**src/verilog/platform_cfg.svh**
```systemverilog
// Platform configuration macros
`ifndef PLATFORM_CFG_SVH
`define PLATFORM_CFG_SVH

// number of log entries, power of two
`define LOG_DEPTH 8

// button timestamp width
`define TIMESTAMP_W 16

// stable samples before a button level is taken
`define DEBOUNCE_CYCLES 16

// log entry payload width
`define PAYLOAD_W 16

`endif

```
**src/verilog/busPkg.sv**
```systemverilog
// Event log bus types
`include "platform_cfg.svh"

package busPkg;

    // ========================================================================
    // log entry source
    // ========================================================================

    // one bit is enough for the two writers
    typedef enum logic {
        srcUart   = 1'b0,
        srcButton = 1'b1
    } logSource_t;

    // ========================================================================
    // log entry
    // ========================================================================

    // 18 bits in all
    typedef struct packed {
        logSource_t             source;
        // set when an earlier event of this source was dropped
        logic                   lost;
        // narrower payloads are zero-extended
        logic [`PAYLOAD_W-1:0]  payload;
    } logEntry_t;

endpackage

```
**src/verilog/periphPkg.sv**
```systemverilog
// Peripheral event types
`include "platform_cfg.svh"

package periphPkg;

    // ========================================================================
    // uart receive event
    // ========================================================================

    // frameErr lands in payload bit 8, data in bits 7..0
    typedef struct packed {
        logic       frameErr;
        logic [7:0] data;
    } uartEvent_t;

    // ========================================================================
    // button press event
    // ========================================================================

    // free-running cycle count at the accepted press
    typedef struct packed {
        logic [`TIMESTAMP_W-1:0] stamp;
    } buttonEvent_t;

endpackage

```
**src/verilog/uartRx.sv**
```systemverilog
// UART 8N1 receiver
`timescale 1ns/100ps

module uartRx #(
    parameter int clksPerBit = 5
) (
    input  logic                  clk,
    input  logic                  arstN,
    input  logic                  rxLine,
    output logic                  byteStrobe,
    output periphPkg::uartEvent_t eventData
);

    localparam int cntW = $clog2(clksPerBit + 1);
    // synchronizer and state entry eat two cycles of the start bit
    localparam logic [cntW-1:0] halfBit  = cntW'((clksPerBit - 1) / 2 - 1);
    localparam logic [cntW-1:0] lastTick = cntW'(clksPerBit - 1);

    typedef enum logic [1:0] {
        sIdle,
        sStart,
        sData,
        sStop
    } rxState_t;

    rxState_t        state;
    logic [1:0]      rxSync;
    logic            rxPrev;
    logic [cntW-1:0] tickCnt;
    logic [2:0]      bitIdx;
    logic [7:0]      shiftReg;
    logic            bitTick;

    // end of a full bit period
    assign bitTick = (tickCnt == lastTick);

    // ========================================================================
    // receive FSM
    // ========================================================================

    always_ff @(posedge clk or negedge arstN) begin
        if (!arstN) begin
            // idle line is high
            rxSync     <= 2'b11;
            rxPrev     <= 1'b1;
            state      <= sIdle;
            tickCnt    <= '0;
            bitIdx     <= '0;
            byteStrobe <= 1'b0;
        end else begin
            rxSync     <= {rxSync[0], rxLine};
            rxPrev     <= rxSync[1];
            byteStrobe <= 1'b0;
            case (state)
                sIdle: begin
                    // falling start edge
                    if (rxPrev && !rxSync[1]) begin
                        state   <= sStart;
                        tickCnt <= '0;
                    end
                end
                sStart: begin
                    if (tickCnt == halfBit) begin
                        tickCnt <= '0;
                        bitIdx  <= '0;
                        // glitch if start bit is gone at mid-bit
                        state   <= rxSync[1] ? sIdle : sData;
                    end else begin
                        tickCnt <= tickCnt + 1'b1;
                    end
                end
                sData: begin
                    if (bitTick) begin
                        tickCnt <= '0;
                        bitIdx  <= bitIdx + 1'b1;
                        if (bitIdx == 3'd7) begin
                            state <= sStop;
                        end
                    end else begin
                        tickCnt <= tickCnt + 1'b1;
                    end
                end
                default: begin
                    // stop bit sampled here, strobe next cycle
                    if (bitTick) begin
                        tickCnt    <= '0;
                        state      <= sIdle;
                        byteStrobe <= 1'b1;
                    end else begin
                        tickCnt <= tickCnt + 1'b1;
                    end
                end
            endcase
        end
    end

    // ========================================================================
    // data path
    // ========================================================================

    always_ff @(posedge clk) begin
        // lsb first
        if (state == sData && bitTick) begin
            shiftReg <= {rxSync[1], shiftReg[7:1]};
        end
        if (state == sStop && bitTick) begin
            eventData.data     <= shiftReg;
            // low stop bit
            eventData.frameErr <= !rxSync[1];
        end
    end

    // one strobe per frame, frames are far longer than a cycle
    strobeSingle: assert property (@(posedge clk) disable iff (!arstN)
        byteStrobe |=> !byteStrobe);

endmodule

```
**src/verilog/buttonSync.sv**
```systemverilog
// Button debounce and press timestamp
`timescale 1ns/100ps
`include "platform_cfg.svh"

module buttonSync (
    input  logic                    clk,
    input  logic                    arstN,
    input  logic                    button,
    output logic                    pressStrobe,
    output periphPkg::buttonEvent_t eventData
);

    localparam int dbW = $clog2(`DEBOUNCE_CYCLES + 1);
    localparam logic [dbW-1:0] dbLast = dbW'(`DEBOUNCE_CYCLES - 1);

    logic [1:0]              btnSync;
    logic                    stableLevel;
    logic                    prevLevel;
    logic [dbW-1:0]          stableCnt;
    logic [`TIMESTAMP_W-1:0] cycleCnt;

    // ========================================================================
    // sync, debounce, edge detect
    // ========================================================================

    always_ff @(posedge clk or negedge arstN) begin
        if (!arstN) begin
            btnSync     <= '0;
            stableLevel <= 1'b0;
            prevLevel   <= 1'b0;
            stableCnt   <= '0;
            cycleCnt    <= '0;
            pressStrobe <= 1'b0;
        end else begin
            btnSync     <= {btnSync[0], button};
            // free-running stamp source
            cycleCnt    <= cycleCnt + 1'b1;
            prevLevel   <= stableLevel;
            // rising accepted level only
            pressStrobe <= stableLevel && !prevLevel;
            if (btnSync[1] == stableLevel) begin
                // bounce restarts the count
                stableCnt <= '0;
            end else if (stableCnt == dbLast) begin
                stableLevel <= btnSync[1];
                stableCnt   <= '0;
            end else begin
                stableCnt <= stableCnt + 1'b1;
            end
        end
    end

    // stamp lines up with the strobe
    always_ff @(posedge clk) begin
        if (stableLevel && !prevLevel) begin
            eventData.stamp <= cycleCnt;
        end
    end

endmodule

```
**src/verilog/eventWriter.sv**
```systemverilog
// Event to log request writer
`timescale 1ns/100ps
`include "platform_cfg.svh"

module eventWriter #(
    parameter type                eventT = logic [8:0],
    parameter busPkg::logSource_t source = busPkg::srcUart
) (
    input  logic              clk,
    input  logic              arstN,
    input  logic              strobe,
    input  eventT             eventData,
    input  logic              grant,
    output logic              request,
    output busPkg::logEntry_t entry
);

    localparam int payloadW = `PAYLOAD_W;

    logic [payloadW-1:0] heldPayload;
    logic                heldLost;
    logic                pendingLost;
    logic                capture;
    logic                drop;

    // slot is free when empty or leaving this cycle
    assign capture = strobe && (!request || grant);
    // still holding, new event has nowhere to go
    assign drop    = strobe && request && !grant;

    always_ff @(posedge clk or negedge arstN) begin
        if (!arstN) begin
            request     <= 1'b0;
            heldLost    <= 1'b0;
            pendingLost <= 1'b0;
        end else begin
            if (capture) begin
                request     <= 1'b1;
                // earlier drops ride on this entry
                heldLost    <= pendingLost;
                pendingLost <= 1'b0;
            end else if (grant) begin
                request <= 1'b0;
            end
            if (drop) begin
                pendingLost <= 1'b1;
            end
        end
    end

    // zero-extend into the payload field
    always_ff @(posedge clk) begin
        if (capture) begin
            heldPayload <= payloadW'(eventData);
        end
    end

    assign entry = '{source: source, lost: heldLost, payload: heldPayload};

    // arbiter only answers a raised request
    grantHasRequest: assert property (@(posedge clk) disable iff (!arstN)
        grant |-> request);

endmodule

```
**src/verilog/logArbiter.sv**
```systemverilog
// Round-robin log arbiter
`timescale 1ns/100ps

module logArbiter (
    input  logic              clk,
    input  logic              arstN,
    input  logic              requestUart,
    input  logic              requestButton,
    input  busPkg::logEntry_t entryUart,
    input  busPkg::logEntry_t entryButton,
    input  logic              full,
    output logic              grantUart,
    output logic              grantButton,
    output logic              push,
    output busPkg::logEntry_t pushEntry
);

    import busPkg::*;

    logSource_t lastServed;

    // grant in the request cycle, nothing while full
    always_comb begin
        grantUart   = 1'b0;
        grantButton = 1'b0;
        if (!full) begin
            if (requestUart && requestButton) begin
                // the one not served last wins
                grantButton = (lastServed == srcUart);
                grantUart   = (lastServed == srcButton);
            end else begin
                grantUart   = requestUart;
                grantButton = requestButton;
            end
        end
    end

    assign push      = grantUart || grantButton;
    assign pushEntry = grantButton ? entryButton : entryUart;

    always_ff @(posedge clk or negedge arstN) begin
        if (!arstN) begin
            // uart wins the first tie
            lastServed <= srcButton;
        end else if (grantUart) begin
            lastServed <= srcUart;
        end else if (grantButton) begin
            lastServed <= srcButton;
        end
    end

    oneGrant: assert property (@(posedge clk) disable iff (!arstN)
        !(grantUart && grantButton));

endmodule

```
**src/verilog/eventLog.sv**
```systemverilog
// Circular event log
`timescale 1ns/100ps
`include "platform_cfg.svh"

module eventLog (
    input  logic                         clk,
    input  logic                         arstN,
    input  logic                         push,
    input  busPkg::logEntry_t            pushEntry,
    input  logic                         popStrobe,
    output logic                         full,
    output busPkg::logEntry_t            headEntry,
    output logic [$clog2(`LOG_DEPTH):0]  logCount,
    output logic                         irq
);

    import busPkg::*;

    localparam int ptrW = $clog2(`LOG_DEPTH);
    localparam logic [ptrW:0] depth = (ptrW + 1)'(`LOG_DEPTH);

    logEntry_t       logMem [`LOG_DEPTH];
    logic [ptrW-1:0] wrPtr;
    logic [ptrW-1:0] rdPtr;
    logic            doPush;
    logic            doPop;

    // ========================================================================
    // status
    // ========================================================================

    assign full = (logCount == depth);
    // level, high while anything is logged
    assign irq  = (logCount != '0);

    assign doPush = push && !full;
    // pop on empty log ignored
    assign doPop  = popStrobe && irq;

    // ========================================================================
    // storage
    // ========================================================================

    always_ff @(posedge clk) begin
        if (doPush) begin
            logMem[wrPtr] <= pushEntry;
        end
    end

    // head visible the cycle after a push into an empty log
    assign headEntry = logMem[rdPtr];

    // pointers wrap on their own, depth is a power of two
    always_ff @(posedge clk or negedge arstN) begin
        if (!arstN) begin
            wrPtr    <= '0;
            rdPtr    <= '0;
            logCount <= '0;
        end else begin
            if (doPush) begin
                wrPtr <= wrPtr + 1'b1;
            end
            if (doPop) begin
                rdPtr <= rdPtr + 1'b1;
            end
            case ({doPush, doPop})
                2'b10:   logCount <= logCount + 1'b1;
                2'b01:   logCount <= logCount - 1'b1;
                default: logCount <= logCount;
            endcase
        end
    end

    // arbiter must hold off while full
    noPushFull: assert property (@(posedge clk) disable iff (!arstN)
        push |-> !full);

    // host pops only after irq
    noPopEmpty: assert property (@(posedge clk) disable iff (!arstN)
        popStrobe |-> irq);

endmodule

```
**src/verilog/fpgaPlatform.sv**
```systemverilog
// Peripheral event platform top
`timescale 1ns/100ps
`include "platform_cfg.svh"

module fpgaPlatform #(
    parameter int clksPerBit = 5
) (
    input  logic                        clk,
    input  logic                        arstN,
    input  logic                        rxLine,
    input  logic                        button,
    input  logic                        popStrobe,
    output logic                        irq,
    output busPkg::logEntry_t           headEntry,
    output logic [$clog2(`LOG_DEPTH):0] logCount
);

    import busPkg::*;
    import periphPkg::*;

    logic         byteStrobe;
    logic         pressStrobe;
    uartEvent_t   uartEvent;
    buttonEvent_t buttonEvent;
    logic         requestUart;
    logic         requestButton;
    logic         grantUart;
    logic         grantButton;
    logic         push;
    logic         full;
    logEntry_t    entryUart;
    logEntry_t    entryButton;
    logEntry_t    pushEntry;

    // ========================================================================
    // event sources
    // ========================================================================

    uartRx #(.clksPerBit(clksPerBit)) uartRxInst (
        .clk(clk), .arstN(arstN), .rxLine(rxLine),
        .byteStrobe(byteStrobe), .eventData(uartEvent)
    );

    buttonSync buttonSyncInst (
        .clk(clk), .arstN(arstN), .button(button),
        .pressStrobe(pressStrobe), .eventData(buttonEvent)
    );

    // ========================================================================
    // writers, arbiter, log
    // ========================================================================

    eventWriter #(.eventT(uartEvent_t), .source(srcUart)) uartWriter (
        .clk(clk), .arstN(arstN), .strobe(byteStrobe), .eventData(uartEvent),
        .grant(grantUart), .request(requestUart), .entry(entryUart)
    );

    eventWriter #(.eventT(buttonEvent_t), .source(srcButton)) buttonWriter (
        .clk(clk), .arstN(arstN), .strobe(pressStrobe), .eventData(buttonEvent),
        .grant(grantButton), .request(requestButton), .entry(entryButton)
    );

    logArbiter arbiter (
        .clk(clk), .arstN(arstN),
        .requestUart(requestUart), .requestButton(requestButton),
        .entryUart(entryUart), .entryButton(entryButton), .full(full),
        .grantUart(grantUart), .grantButton(grantButton),
        .push(push), .pushEntry(pushEntry)
    );

    eventLog log (
        .clk(clk), .arstN(arstN), .push(push), .pushEntry(pushEntry),
        .popStrobe(popStrobe), .full(full), .headEntry(headEntry),
        .logCount(logCount), .irq(irq)
    );

endmodule

```
**config.mk**
```make
export PLATFORM = sky130hd
export DESIGN_NAME = fpgaPlatform
export DESIGN_NICKNAME = d
export VERILOG_FILES = /design/src/verilog/busPkg.sv /design/src/verilog/periphPkg.sv /design/src/verilog/uartRx.sv /design/src/verilog/buttonSync.sv /design/src/verilog/eventWriter.sv /design/src/verilog/logArbiter.sv /design/src/verilog/eventLog.sv /design/src/verilog/fpgaPlatform.sv
export VERILOG_INCLUDE_DIRS = /design/src /design/src/verilog
export SDC_FILE = /design/constraint.sdc
export NUM_CORES = 1
export LEC_CHECK = 0
export BUFFER_PORTS_ARGS = -buffer_cell sky130_fd_sc_hd__buf_4
export CELL_PAD_IN_SITES_DETAIL_PLACEMENT = 0
export CELL_PAD_IN_SITES_GLOBAL_PLACEMENT = 2
export CORE_MARGIN = 2
export CORE_UTILIZATION = 44
export CTS_BUF_LIST = sky130_fd_sc_hd__clkbuf_16
export CTS_CLUSTER_SIZE = 28
export DETAILED_ROUTE_END_ITERATION = 10
export GPL_TIMING_DRIVEN = 0
export PLACE_DENSITY_LB_ADDON = 0.1
export SYNTH_ARGS = -nofsm -noshare
export SYNTH_HDL_FRONTEND = slang
export SYNTH_SLANG_ARGS = --single-unit
export TNS_END_PERCENT = 100
```
**constraint.sdc**
```tcl
create_clock -name clk -period 3.3 [get_ports clk]
set_clock_uncertainty 0.1 [all_clocks]
set_input_delay 0 -clock clk [delete_from_list [all_inputs] [get_ports clk]]
set_output_delay 0 -clock clk [all_outputs]
set_load 0.02 [all_outputs]
```
After elaboration in Yosys (flattened, before gate mapping). Memory sizes are Yosys's and may differ from the RTL's. Cells that the tools add are included.

Register bits: 113. Latch bits: 0. Memory bits (writable): 144. Memory bits (read-only): 0. Input port bits: 5. Output and inout port bits: 23. Logic and storage cells: 127. Memories kept: 1.

Add/sub/neg operators: 8. $mul: 0. Divide/modulo/power cells: 0. $lt $le $gt $ge: 0. Eq/ne operators: 15. Shift-type cells: 0. Muxes and demuxes: 36. Bitwise logic cells: 2. Reductions and logical operators: 37.

Memories: log.logMem (words 8, bits a word 18, read ports 1, clocked after memory_dff 0, write ports 1, line eventLog.sv:22) `` logEntry_t logMem [`LOG_DEPTH]; ``.

Operator list (count): $mux W1 (18); $mux W18 (1); $add A16 B1 Y16 const B (1); $mux W3 (5); $reduce_bool A2 Y1 (7); $logic_and A1 B1 Y1 (13); $add A3 B1 Y3 const B (4); $mux W2 (6); $pmux W3 S2 (2); $mux W5 (2); $ne A2 B1 Y1 const B (4); $pmux W4 S2 (1); $logic_not A1 Y1 (7); $eq A2 B2 Y1 const B (3); $eq A3 B3 Y1 const B (2); $pmux W2 S3 (1); $add A5 B1 Y5 const B (1); $eq A5 B4 Y1 const B (1); $reduce_and A5 Y1 (1); $add A4 B1 Y4 const B (1); $eq A2 B1 Y1 const B (2); $eq A4 B4 Y1 const B (1); $reduce_bool A4 Y1 (1); $sub A4 B1 Y4 const B (1); 9 further kinds (12).

Logic depth before layout (Yosys ltp).
Word-level depth: 7. Gate-level depth with buffers: 10. Depth with buffers taken out: 10.

Modules after synthesis. A second synthesis with hierarchy kept.

Cells, all modules: 526. Area, all modules: 10219.8 µm².

Modules (own cells, without submodules): eventLog (times used 1, cells an instance 273, area each 6149.6 µm², sequential area each 4574.4 µm²); buttonSync (times used 1, cells an instance 100, area each 1512.7 µm², sequential area each 1131.1 µm²); uartRx (times used 1, cells an instance 66, area each 1106.1 µm², sequential area each 814.5 µm²); eventWriter at buttonWriter (times used 1, cells an instance 28, area each 633.1 µm², sequential area each 555.5 µm²); eventWriter at uartWriter (times used 1, cells an instance 28, area each 475.5 µm², sequential area each 345.3 µm²); logArbiter (times used 1, cells an instance 31, area each 342.8 µm², sequential area each 26.3 µm²).

Worst setup path after synthesis. OpenSTA, ideal clock, no wires.

Kind: flip-flop to flip-flop. Start point: register log.logCount[3]. End point: memory log.logMem[0][0] in the netlist's numbering (enable). Library setup time: 0.439 ns. Data arrival time: 2.823 ns. Required time: 2.761 ns. Setup slack: -0.062 ns. Stages on the path, launching flop included: 5. Path buffers: 0. Clock period less this slack: 3.362 ns. Path through: dfrtp_1 nor4b_4 nor2_1 inv_1 nor4_1.

Cells in the longest elaborated chain, start to end: 6. Elaborated cells between the ends (all ways): 8. Those cells by class: eq/ne (1); mux (4); reduce/logical (3).

RTL lines: start: declaration (line eventLog.sv:13) `` output logic [$clog2(`LOG_DEPTH):0] logCount, ``; start signal: assignment (line eventLog.sv:67) `2'b10: logCount <= logCount + 1'b1;`; start signal: assignment (line eventLog.sv:68) `2'b01: logCount <= logCount - 1'b1;`; start signal: assignment (line eventLog.sv:69) `default: logCount <= logCount;`; $eq A4 B4 Y1 * (line eventLog.sv:32) `assign full = (logCount == depth);`; $mux W1 (line logArbiter.sv:26) `if (!full) begin`; $logic_or A1 B1 Y1 (line logArbiter.sv:38) `assign push = grantUart || grantButton;`; $logic_and A1 B1 Y1 * (line eventLog.sv:36) `assign doPush = push && !full;`; $mux W1 * (line eventLog.sv:45) `if (doPush) begin`; $mux W1 (not written as such) * (line eventLog.sv:46) `logMem[wrPtr] <= pushEntry;`; end: declaration (line eventLog.sv:22).

Every way passes the cells marked *; elsewhere a longest branch is shown, timed or not.

==> qor.yml <==
outcome: "finished, violations left"
violations: "hold timing"
io_pins: 28
finalHoldViolCount: 11
cts.hold.buffers_added: 4
start_kind: "register"
place_ws_ps: 636
synth-seq-area-share: 0.745
instances_no_fill: 884
p_per_area_nw_per_um2: 726
portBuffers: 27
clockBufferDepth: 3
crit_arrival_ps: 2610
gp_congestion: 0.730
grt_pass1_vias: 4734
diodes: 0
synth_cells: 507
grt_pass1_wl_um: 27000
rsz0062_at_grt: "false"
holdWs_ps: -15.4
grt_antenna_before_repair: 0
regArea_um2: 7450
yosysTopAreaCell: "edfxtp_1"
synth_area_um2: 9990
ant_nets: 0
place_hpwl_um: 11400
synth-main-ff-cell: "edfxtp_1"
drt-initial-drc-count: 204
finalCritPeriodShare: 0.822
avgSynthCellArea_um2: 19.7
finalInstanceArea_um2: 11600
synth_top_cell_area_share: 0.607
clk_pin_slew_ps: 60
root_buffer: "clkbuf_16"
core_um2: 22400
drive_above_1_share: 0.222
multi_input_area_um2: 2450
drc: 0
die_w_um: 155
gr-total-overflow: 0
synth_seq_cells: 257
cp_data_required_time_ps: 3200
min_path_type: "primary input to asynchronous set/reset pin"
synth_edf_count: 202
grt_max_degree: 56
critPathKind: "register to primary output"
cp_max_fo: 10
p_leak_nw: 4.27
synthArstFlopShare: 0.214
min_period_ps: 2710
clk_latency_ps: 520
fin_nets: 601
drt-pass1-iter-count: 5
cts_resized: 0
place_area_um2: 10700
cts_setup_buffers: 0
synth_warnings: 0
synth_cell_types: 43
die_h_um: 155
setup_ws_ps: 588
area_delta_synth_final_pct: 16.5
rows: 55
slew_headroom: 0.383
layout_commonest_cell: "edfxtp_1"
floorplan.initialDensity: 0.445
cts.sinks: 257
syn_nets: 529
fmax_mhz: 369
grt_usage: 0.149
maxSlewViolCount: 0
synthTopCellsByArea: "edfxtp_1 (61%), dfrtp_1 (13%), mux4_1 (9.5%), mux2_2 (3.6%), ha_1 (2.0%)"
place_inst: 831
setup_violations: 0
drv_cap: 0
end_kind: "primary output"
ir_drop_mv: 0.437
cts-htree-levels: 1
wl_per_cell_um: 19.5
final_util: 0.519
die-area_um2: 23900
tns_ps: 0
cts_tree: "done"
numCtsBuffers: 27
p_total_mw: 8.45
drt-total-wl_um: 17200
via_count: 4576
final_cell_mix: "edfxtp_1 (202), dfrtp_1 (51), mux4_1 (36)"
tightest_slew_ps: 925
nFillCells: 1774
via_per_inst: 5.18
worst max-delay path, stage by stage (launching register included):
cell and delay, ps:
dfrtp_1 340, clkbuf_2 270, buf_1 600, mux4_1 420, mux2_2 300, buf_4 160
registers in the layout, summed over array words and instances, names as in the netlist, 2 cells and up:
name                      cells
buttonSyncInst.btnSync        2
buttonSyncInst.cycleCnt      16
buttonSyncInst.eventData     16
buttonSyncInst.stableCnt      5
buttonWriter.heldPayload     16
log.logCount                  4
log.logMem                  144
log.rdPtr                     3
log.wrPtr                     3
uartRxInst.bitIdx             3
uartRxInst.eventData          9
uartRxInst.rxSync             2
uartRxInst.shiftReg           8
uartRxInst.state              2
uartRxInst.tickCnt            3
uartWriter.heldPayload        9
per-layer routing:
metal  global-route usage  part of all wire
met1                0.191              0.43
met2                0.266              0.52
met3               0.0219             0.034
met4               0.0432             0.016
met5                    0                 0
cells in the mapped netlist, drive strengths merged, types with 2 or more instances:
cell	n
nor2b	2
nor3	7
mux2	34
dfstp	4
nor2	14
nand3	15
xor2	14
mux2i	3
and3	5
and4	2
nand2	13
and2	13
nor4b	2
dfrtp	51
a22o	3
inv	15
clkbuf	2
ha	16
o21ai	9
edfxtp	202
nand2b	6
nand4	3
mux4	36
a21oi	7
buf	9
xnor2	10
worst paths after layout:
kind                                      startpoint                         end  slack, ps  depth (start not counted)
max in group asynchronous                      arstN  buttonSyncInst.cycleCnt[9]       2630                          2
min in group clk                              button   buttonSyncInst.btnSync[0]         30                          2
setup reg to reg                     log.logCount[0]             log.logCount[3]        630                          9
hold / removal                                 arstN        uartRxInst.bitIdx[1]        -20                          2
hold reg to reg            buttonSyncInst.btnSync[0]   buttonSyncInst.btnSync[1]        250                          0
setup / recovery                        log.rdPtr[1]               headEntry[16]        590                          5
cell families after synthesis:
logic type	after synthesis	share of synthesized area
flops	257	0.745
buf+inv	26	0.0136
compound gates	25	0.0153
mux	73	0.136
simple gates	85	0.0466
xor+xnor	24	0.0210
fa+ha+maj	17	0.0220
power by group:
group	internal, mW	switching, mW
registers	3.59	0.125
logic	0.883	0.954
clock network	1.72	1.18
final cells by class:
class,count,area share
inverters,15,0.00484
flip-flops and latches,257,0.640
repair buffers,43,0.0331
clock inverters,22,0.0159
clock buffers,27,0.0581
plain buffers,11,0.00688
multi-input cells,224,0.211
well taps,285,0.0306
Note: power is estimated with default switching activity, not from simulation.
